File: config.mk
export PLATFORM = sky130hd
export DESIGN_NAME = dcache_top
export DESIGN_NICKNAME = d
export VERILOG_FILES = /design/src/design/mem_pkg.sv /design/src/design/dcache_pkg.sv /design/src/design/dcache_ctrl.sv /design/src/design/dcache_lines.sv /design/src/design/dcache_lane_merge.sv /design/src/design/dcache_mem_port.sv /design/src/design/dcache_top.sv
export SDC_FILE = /design/constraint.sdc
export NUM_CORES = 2
export LEC_CHECK = 0
export BUFFER_PORTS_ARGS = -buffer_cell sky130_fd_sc_hd__buf_4
export CORE_ASPECT_RATIO = 2
export CORE_MARGIN = 2
export CORE_UTILIZATION = 40
export DETAILED_ROUTE_END_ITERATION = 16
export PLACE_DENSITY_LB_ADDON = 0.2
export SLEW_MARGIN = 20
export SYNTH_ARGS = -nofsm -noshare
export SYNTH_HDL_FRONTEND = slang
export SYNTH_SLANG_ARGS = --single-unit
File: constraint.sdc
create_clock -name clock -period 17.3 [get_ports clock]
set_clock_uncertainty 0.15 [all_clocks]
set_input_delay 1.73 -clock clock [delete_from_list [all_inputs] [get_ports clock]]
set_output_delay 1.73 -clock clock [all_outputs]
set_load 0.005 [all_outputs]
File: src/design/mem_pkg.sv
package mem_pkg;

	localparam int addr_w    = 32; // byte address
	localparam int data_w    = 64; // one bus beat carries a whole line
	localparam int mem_tag_w = 4;  // zero means no response

	// command on both the processor and the memory port
	typedef enum logic [1:0] {
		bus_none  = 2'h0,
		bus_load  = 2'h1,
		bus_store = 2'h2
	} bus_cmd_e;

	typedef enum logic [1:0] {
		size_byte   = 2'h0,
		size_half   = 2'h1,
		size_word   = 2'h2,
		size_double = 2'h3
	} mem_size_e;

	typedef struct packed {
		bus_cmd_e          command;
		mem_size_e         size;
		logic              unsigned_load; // zero extend instead of sign extend
		logic [addr_w-1:0] addr;
		logic [data_w-1:0] wdata;         // store value, right aligned
	} proc_req_t;

	typedef struct packed {
		logic              done;  // request finished this cycle
		logic [data_w-1:0] rdata; // extended load value
	} proc_rsp_t;

	typedef struct packed {
		bus_cmd_e          command;
		logic [addr_w-1:0] addr; // always line aligned
		logic [data_w-1:0] data; // victim line on a store
	} mem_req_t;

	// response is the acceptance tag, tag marks returning load data
	typedef struct packed {
		logic [mem_tag_w-1:0] response;
		logic [data_w-1:0]    data;
		logic [mem_tag_w-1:0] tag;
	} mem_rsp_t;

endpackage

File: src/design/dcache_pkg.sv
package dcache_pkg;

	// direct mapped, one 8 byte line per index
	localparam int num_lines   = 32;
	localparam int offset_bits = 3;
	localparam int index_bits  = 5;
	localparam int tag_bits    = mem_pkg::addr_w - index_bits - offset_bits;

	typedef struct packed {
		logic                      valid;
		logic                      dirty; // line differs from memory
		logic [tag_bits-1:0]       tag;
		logic [mem_pkg::data_w-1:0] data;
	} cache_line_t;

	// miss sequencing
	typedef enum logic [2:0] {
		lookup     = 3'h0, // idle, or serving hits
		writeback  = 3'h1, // dirty victim going out
		fetch_req  = 3'h2, // line load waiting for acceptance
		fetch_wait = 3'h3, // waiting for the tagged data
		fill       = 3'h4  // install the fetched line
	} dcache_state_e;

endpackage

File: src/design/dcache_ctrl.sv
module dcache_ctrl (
	input  logic               clock,
	input  logic               reset,
	input  mem_pkg::proc_req_t proc_req,
	input  logic               hit,
	input  logic               victim_dirty,
	input  logic               accepted,
	input  logic               data_ready,
	output mem_pkg::bus_cmd_e  issue_cmd,
	output logic               fill_we,
	output logic               store_we,
	output logic               clear_dirty,
	output logic               done
);

	dcache_pkg::dcache_state_e state, state_next;

	logic active;   // processor has a request up
	logic is_store;

	assign active   = (proc_req.command != mem_pkg::bus_none);
	assign is_store = (proc_req.command == mem_pkg::bus_store);

	always_ff @(posedge clock) begin
		if (reset) begin
			state <= dcache_pkg::lookup;
		end else begin
			state <= state_next;
		end
	end

	// outputs are pure functions of state and the handshakes
	always_comb begin
		state_next  = state;
		issue_cmd   = mem_pkg::bus_none; // quiet bus unless a miss is in flight
		fill_we     = 1'b0;
		store_we    = 1'b0;
		clear_dirty = 1'b0;
		done        = 1'b0;

		case (state)
			dcache_pkg::lookup: begin
				if (active) begin
					if (hit) begin
						done     = 1'b1;     // loads and stores both finish on a hit
						store_we = is_store; // merged line written at this edge
					end else if (victim_dirty) begin
						state_next = dcache_pkg::writeback; // old line must go out first
					end else begin
						state_next = dcache_pkg::fetch_req; // invalid or clean victim
					end
				end
			end

			dcache_pkg::writeback: begin
				issue_cmd = mem_pkg::bus_store;
				if (accepted) begin
					clear_dirty = 1'b1; // memory now holds the victim
					state_next  = dcache_pkg::fetch_req;
				end
			end

			dcache_pkg::fetch_req: begin
				issue_cmd = mem_pkg::bus_load; // held until a response tag shows up
				if (accepted) begin
					state_next = dcache_pkg::fetch_wait;
				end
			end

			dcache_pkg::fetch_wait: begin
				// mem port captures the data at the matching edge
				if (data_ready) begin
					state_next = dcache_pkg::fill;
				end
			end

			dcache_pkg::fill: begin
				fill_we    = 1'b1; // clean, valid, new tag
				state_next = dcache_pkg::lookup;
			end

			default: begin
				state_next = dcache_pkg::lookup;
			end
		endcase
	end

endmodule

File: src/design/dcache_lines.sv
module dcache_lines (
	input  logic                        clock,
	input  logic                        reset,
	input  logic [mem_pkg::addr_w-1:0]  addr,
	input  logic                        fill_we,
	input  logic                        store_we,
	input  logic                        clear_dirty,
	input  logic [mem_pkg::data_w-1:0]  fill_data,
	input  logic [mem_pkg::data_w-1:0]  store_data,
	output logic                        hit,
	output logic                        victim_dirty,
	output dcache_pkg::cache_line_t     line
);

	dcache_pkg::cache_line_t lines [dcache_pkg::num_lines];

	logic [dcache_pkg::index_bits-1:0] index;
	logic [dcache_pkg::tag_bits-1:0]   tag;
	logic                              tag_match;

	// tag | index | offset
	assign {tag, index} = addr[mem_pkg::addr_w-1:dcache_pkg::offset_bits];

	assign line         = lines[index]; // combinational read
	assign tag_match    = (line.tag == tag);
	assign hit          = line.valid && tag_match;
	assign victim_dirty = line.valid && !tag_match && line.dirty; // needs writeback

	always_ff @(posedge clock) begin
		if (reset) begin
			// only the flags, tag and data are don't care until filled
			for (int i = 0; i < dcache_pkg::num_lines; i++) begin
				lines[i].valid <= 1'b0;
				lines[i].dirty <= 1'b0;
			end
		end else if (fill_we) begin
			lines[index].valid <= 1'b1;
			lines[index].dirty <= 1'b0; // fresh from memory
			lines[index].tag   <= tag;
			lines[index].data  <= fill_data;
		end else if (store_we) begin
			lines[index].data  <= store_data; // already merged
			lines[index].dirty <= 1'b1;
		end else if (clear_dirty) begin
			lines[index].dirty <= 1'b0; // victim accepted by memory
		end
	end

endmodule

File: src/design/dcache_lane_merge.sv
module dcache_lane_merge (
	input  mem_pkg::proc_req_t         req,
	input  logic [mem_pkg::data_w-1:0] line_data,
	output logic [mem_pkg::data_w-1:0] merged,
	output logic [mem_pkg::data_w-1:0] load_data
);

	logic [dcache_pkg::offset_bits-1:0] offset; // byte within the line
	logic [7:0]                         size_mask; // lanes at offset zero
	logic [7:0]                         lane_en;
	logic [mem_pkg::data_w-1:0]         wdata_shift;
	logic [mem_pkg::data_w-1:0]         line_shift;
	logic [7:0][7:0]                    line_bytes;
	logic [7:0][7:0]                    wdata_bytes;
	logic [7:0][7:0]                    merged_bytes;

	assign offset = req.addr[dcache_pkg::offset_bits-1:0];

	// accesses are naturally aligned
	always_comb begin
		case (req.size)
			mem_pkg::size_byte:   size_mask = 8'h01;
			mem_pkg::size_half:   size_mask = 8'h03;
			mem_pkg::size_word:   size_mask = 8'h0f;
			default:              size_mask = 8'hff; // double
		endcase
	end

	assign lane_en     = size_mask << offset;
	assign wdata_shift = req.wdata << {offset, 3'b000}; // move low bytes to their lanes
	assign line_bytes  = line_data;
	assign wdata_bytes = wdata_shift;

	// store merge, untouched lanes keep line contents
	always_comb begin
		for (int i = 0; i < 8; i++) begin
			merged_bytes[i] = lane_en[i] ? wdata_bytes[i] : line_bytes[i];
		end
	end

	assign merged = merged_bytes;

	// load path, addressed bytes down to bit 0 first
	assign line_shift = line_data >> {offset, 3'b000};

	always_comb begin
		case (req.size)
			mem_pkg::size_byte: begin
				load_data = req.unsigned_load ? {56'b0, line_shift[7:0]}
				                              : {{56{line_shift[7]}}, line_shift[7:0]};
			end
			mem_pkg::size_half: begin
				load_data = req.unsigned_load ? {48'b0, line_shift[15:0]}
				                              : {{48{line_shift[15]}}, line_shift[15:0]};
			end
			mem_pkg::size_word: begin
				load_data = req.unsigned_load ? {32'b0, line_shift[31:0]}
				                              : {{32{line_shift[31]}}, line_shift[31:0]};
			end
			default: begin
				load_data = line_data; // full line, nothing to extend
			end
		endcase
	end

endmodule

File: src/design/dcache_mem_port.sv
module dcache_mem_port (
	input  logic                       clock,
	input  logic                       reset,
	input  mem_pkg::bus_cmd_e          issue_cmd,
	input  logic [mem_pkg::addr_w-1:0] req_addr,
	input  dcache_pkg::cache_line_t    victim,
	input  mem_pkg::mem_rsp_t          mem_rsp,
	output mem_pkg::mem_req_t          mem_req,
	output logic                       accepted,
	output logic                       data_ready,
	output logic [mem_pkg::data_w-1:0] fill_data
);

	logic [mem_pkg::mem_tag_w-1:0]     wait_tag; // tag of the outstanding load, zero if none
	logic [dcache_pkg::index_bits-1:0] req_index;

	assign req_index = req_addr[dcache_pkg::offset_bits +: dcache_pkg::index_bits];

	// held stable by the controller until acceptance
	always_comb begin
		mem_req.command = issue_cmd;
		mem_req.addr    = {req_addr[mem_pkg::addr_w-1:dcache_pkg::offset_bits],
		                   {dcache_pkg::offset_bits{1'b0}}}; // line of the request
		mem_req.data    = '0;
		if (issue_cmd == mem_pkg::bus_store) begin
			// victim sits at the same index, only its tag differs
			mem_req.addr = {victim.tag, req_index, {dcache_pkg::offset_bits{1'b0}}};
			mem_req.data = victim.data;
		end
	end

	assign accepted   = (issue_cmd != mem_pkg::bus_none) && (mem_rsp.response != '0);
	assign data_ready = (wait_tag != '0) && (mem_rsp.tag == wait_tag);

	always_ff @(posedge clock) begin
		if (reset) begin
			wait_tag <= '0;
		end else if (accepted && issue_cmd == mem_pkg::bus_load) begin
			wait_tag <= mem_rsp.response; // store acceptances need no tracking
		end else if (data_ready) begin
			wait_tag <= '0;
		end
	end

	// data is only on the bus for one cycle
	always_ff @(posedge clock) begin
		if (data_ready) begin
			fill_data <= mem_rsp.data;
		end
	end

endmodule

File: src/design/dcache_top.sv
module dcache_top (
	input  logic               clock,
	input  logic               reset,
	input  mem_pkg::proc_req_t proc_req,
	output mem_pkg::proc_rsp_t proc_rsp,
	output mem_pkg::mem_req_t  mem_req,
	input  mem_pkg::mem_rsp_t  mem_rsp
);

	mem_pkg::bus_cmd_e          issue_cmd;
	dcache_pkg::cache_line_t    line; // line at the request index
	logic                       hit;
	logic                       victim_dirty;
	logic                       accepted;
	logic                       data_ready;
	logic                       fill_we;
	logic                       store_we;
	logic                       clear_dirty;
	logic                       done;
	logic [mem_pkg::data_w-1:0] fill_data;
	logic [mem_pkg::data_w-1:0] merged;    // store result for a hit
	logic [mem_pkg::data_w-1:0] load_data;

	assign proc_rsp.done  = done;
	assign proc_rsp.rdata = load_data; // only meaningful while done

	dcache_ctrl ctrl (
		.clock        (clock),
		.reset        (reset),
		.proc_req     (proc_req),
		.hit          (hit),
		.victim_dirty (victim_dirty),
		.accepted     (accepted),
		.data_ready   (data_ready),
		.issue_cmd    (issue_cmd),
		.fill_we      (fill_we),
		.store_we     (store_we),
		.clear_dirty  (clear_dirty),
		.done         (done)
	);

	dcache_lines lines (
		.clock        (clock),
		.reset        (reset),
		.addr         (proc_req.addr),
		.fill_we      (fill_we),
		.store_we     (store_we),
		.clear_dirty  (clear_dirty),
		.fill_data    (fill_data),
		.store_data   (merged),
		.hit          (hit),
		.victim_dirty (victim_dirty),
		.line         (line)
	);

	dcache_lane_merge lane_merge (
		.req       (proc_req),
		.line_data (line.data),
		.merged    (merged),
		.load_data (load_data)
	);

	dcache_mem_port mem_port (
		.clock      (clock),
		.reset      (reset),
		.issue_cmd  (issue_cmd),
		.req_addr   (proc_req.addr),
		.victim     (line),
		.mem_rsp    (mem_rsp),
		.mem_req    (mem_req),
		.accepted   (accepted),
		.data_ready (data_ready),
		.fill_data  (fill_data)
	);

endmodule

==> metrics <==
P&R area growth vs syn=13.8%; worst setup path category=input port to primary output; Core Box Area=0.292 mm2; most frequent CP cell=buf_4; r2r startpoint=lines.lines[11][76]; Reg clk slew, reported paths=approximately 0.06 ns; Post-CTS Hold Buffers=0; run status=completed; Seq/Total Area, Yosys=75.2%; DRC viols=0; fill count=24700; setup TNS=0 ns; Clock Path Buffers=4; Die Ht=770 um; Synth Flop Type=edfxtp_1; Critical Path RT=15.42 ns; CTS resizes=0; Slew HR=6.40%; CP max-delay cell=buf_4; post-synthesis async set-or-reset flop share=0%; WP depth=15; CTS tree=built; hold path start=lines.lines[15][89]; slowest cell delay on critical path=0.91 ns; CP Launch Point=proc_req[68]; pin count of the biggest net entering global routing=134; Cell variety after synth=62; crit-path leading delay family=buffers and inverters; PwrDens=about 110 mW/mm2; Peak Freq=0.0916 GHz; Port Buffers=about 330; CP max FO=a little over 100; hold depth=2; Hold Violations, Final=0; DRT iter0 DRCs=7033; max cap viols=0; Post-Syn Area=0.117 mm2; via count=64600; Placer Congestion=0.910; FF+latch count, synth=between 2000 and 3000; CP arrival=9.04 ns; Worst Tran Pin Value=1.39 ns; CP bufs+invs=6; Period Utilization, post-route=63.1%; share of layout cells above drive strength 1=24.4%; I/O pins=338; Initial Util=40.2%; row cnt=281; Cells after Synth=6052; IR drop worst, VDD=a little under 0.08 mV; post-route minimum period=10.92 ns; nets=roughly 6600; DP Wirelength=212000 um; Clock Sinks=2951; Post-CTS Setup Bufs=0; Min-Delay Path Class=flip-flop to flip-flop; initial antenna violation count=55; Avg Cell Area, Syn=a little under 20 um2; Clk Latency, worst-skew pair=0.88 ns; first drt pass iteration count=6; reg2reg path depth=12; Final Util=a little under half; global route overflow=0; kind of end point of the critical path=primary output; vias per std cell=6.15; Final ANT Viol Nets=0; critical path, cell by cell=buf_8, buf_4, buf_4, buf_4, buf_4, mux4_2, a22oi_1, nand4_1, mux2i_1, o32ai_1, nor3_1, nor2_1, nor2_1, nor4_1, buf_4; width of the die=387 um; DIE AREA=0.298 mm2; Yosys warnings=0; clk root buf=clkbuf_16; Routed WL per cell=36.3 um; first-pass GRT wire length=around 520000 um; vias in the first global route=around 64000; Setup violations, final=0; CP Launch Type=input port; CTS H-tree lvls=5; max-slew violation count=0; Routed WL=381000 um; RSZ-0062 raised after global routing=false; All-Layer GR Usage=25.2%; Leak Pwr=42.5 nW; Num CTS Buffers=271; number of flops mapped to enable cells by yosys=~2900
## cell type report
type | instances | area, um2 | area share [%]
Antenna cell | 39 | 97.6 | 0.0730
Clock inverter | 134 | 1210 | 0.906
Tap cell | 3820 | 4780 | 3.58
Multi-Input combinational cell | 2642 | 27700 | 20.7
Clock buffer | 333 | 7260 | 5.43
Timing Repair Buffer | 527 | 4160 | 3.11
Sequential cell | 2951 | 88200 | 66.0
Inverter | 58 | 220 | 0.165
## worst min-delay path: cells and delay by family (launching register included)
family / cells / cell delay, ns
buffers and inverters: 1 / 0.05
DFF: 1 / 0.31
AOI/OAI and AO/OA: 1 / 0.07
## worst paths after layout
check | slack (ns) | end
max | 6.38 | proc_rsp[25]
min | 0.32 | lines.lines[15][89]
max reg2reg | 10.91 | lines.lines[26][0]
min reg2reg | 0.32 | lines.lines[15][89]
## power by group
group          leakage (nW)  switching [mW]  internal [mW]
combinational          11.8           0.619          0.340
clock                  4.13            2.67           3.27
sequential             26.5         0.00686           7.82
## cells by family (layout without fill, tap and decap cells)
group                     Yosys count  in the layout  share of synthesized area [%]
AOI/OAI and AO/OA                 889            889                           4.88
other                               1             42                        0.00320
DFF                              2951           2951                           75.2
and+or+nand+nor                   691            691                           3.03
xor gates and xnor gates            4              4                         0.0299
buffers and inverters             461           1052                           1.92
muxes                            1055           1055                           15.0
## registers in the layout (all words and copies together), names as in the netlist
register	count
ctrl.state	3
lines.lines	2880
mem_port.fill_data	64
mem_port.wait_tag	4
## through the flow
stage,hold slack [ns],instances,cell area (um2),power [mW],setup slack [ns]
5_1_grt,0.337,10500,134000,15.1,6.08
4_1_cts,0.324,10500,133000,14.8,6.47
6_report,0.322,10500,134000,14.7,6.38
3_5_place_dp,0.314,9996,125000,8.93,6.49
3_3_place_gp,0.306,9993,125000,8.92,6.60
2_1_floorplan,0.299,6054,117000,8.48,7.48
## cells in the mapped netlist, types with 12 or more instances
cell type / n / area, um2
o21ai_1: 12 / 60.1
nand4_1: 48 / 300
buf_6: 17 / 191
a211oi_1: 13 / 97.6
a22oi_1: 269 / 2020
or4_1: 36 / 270
dfxtp_1: 39 / 781
buf_1: 20 / 75.1
o22ai_1: 243 / 1520
and4_1: 32 / 280
nor4_1: 41 / 257
mux2i_1: 429 / 4290
o21ai_0: 131 / 656
inv_1: 54 / 203
nor2_1: 271 / 1020
nor3_1: 17 / 85.1
mux4_2: 551 / 12400
mux2_2: 75 / 845
buf_2: 146 / 731
nand2_1: 127 / 477
a21oi_1: 136 / 681
o21bai_1: 32 / 240
buf_4: 56 / 420
or3_1: 19 / 119
edfxtp_1: 2912 / 87400
and2_1: 36 / 225
clkbuf_1: 163 / 612
## layer usage
| layer | track usage (%) | wire length, um | vias to the layer above |
|---|---|---|---|
| met4 | 10.5 | 17700 | 12 |
| met1 | 30.7 | 137000 | 34600 |
| met2 | 43.8 | 194000 | 3324 |
| met5 | 0 | 86 | - |
| met3 | 4.82 | 32500 | 743 |
| li1 | - | - | 25900 |
## cells in the final DEF (no fill, tap or decap), drive strengths merged, types with 7 or more instances in the layout
cell      Yosys  layout
o21bai       32      32
nor3         17      17
mux4        551     551
a31oi        11      11
or3          20      20
clkinvlp      0       7
a22oi       269     269
and2         36      36
mux2         75      75
and4         32      32
bufinv        0      18
clkinv        3     100
and3          9       9
a221o         8       8
buf         239     526
a21oi       136     136
o21ai       143     143
nor4         41      41
a221oi       10      10
nand2       127     127
inv          55      67
nand4        49      49
nor3b        10      10
nor2b        11      11
diode         0      39
or4          36      36
o221ai        7       7
o22ai       243     243
dfxtp        39      39
clkbuf      164     334
edfxtp     2912    2912
nor2        271     271
mux2i       429     429
a211oi       13      13
Power figures use the tool's default switching activity.
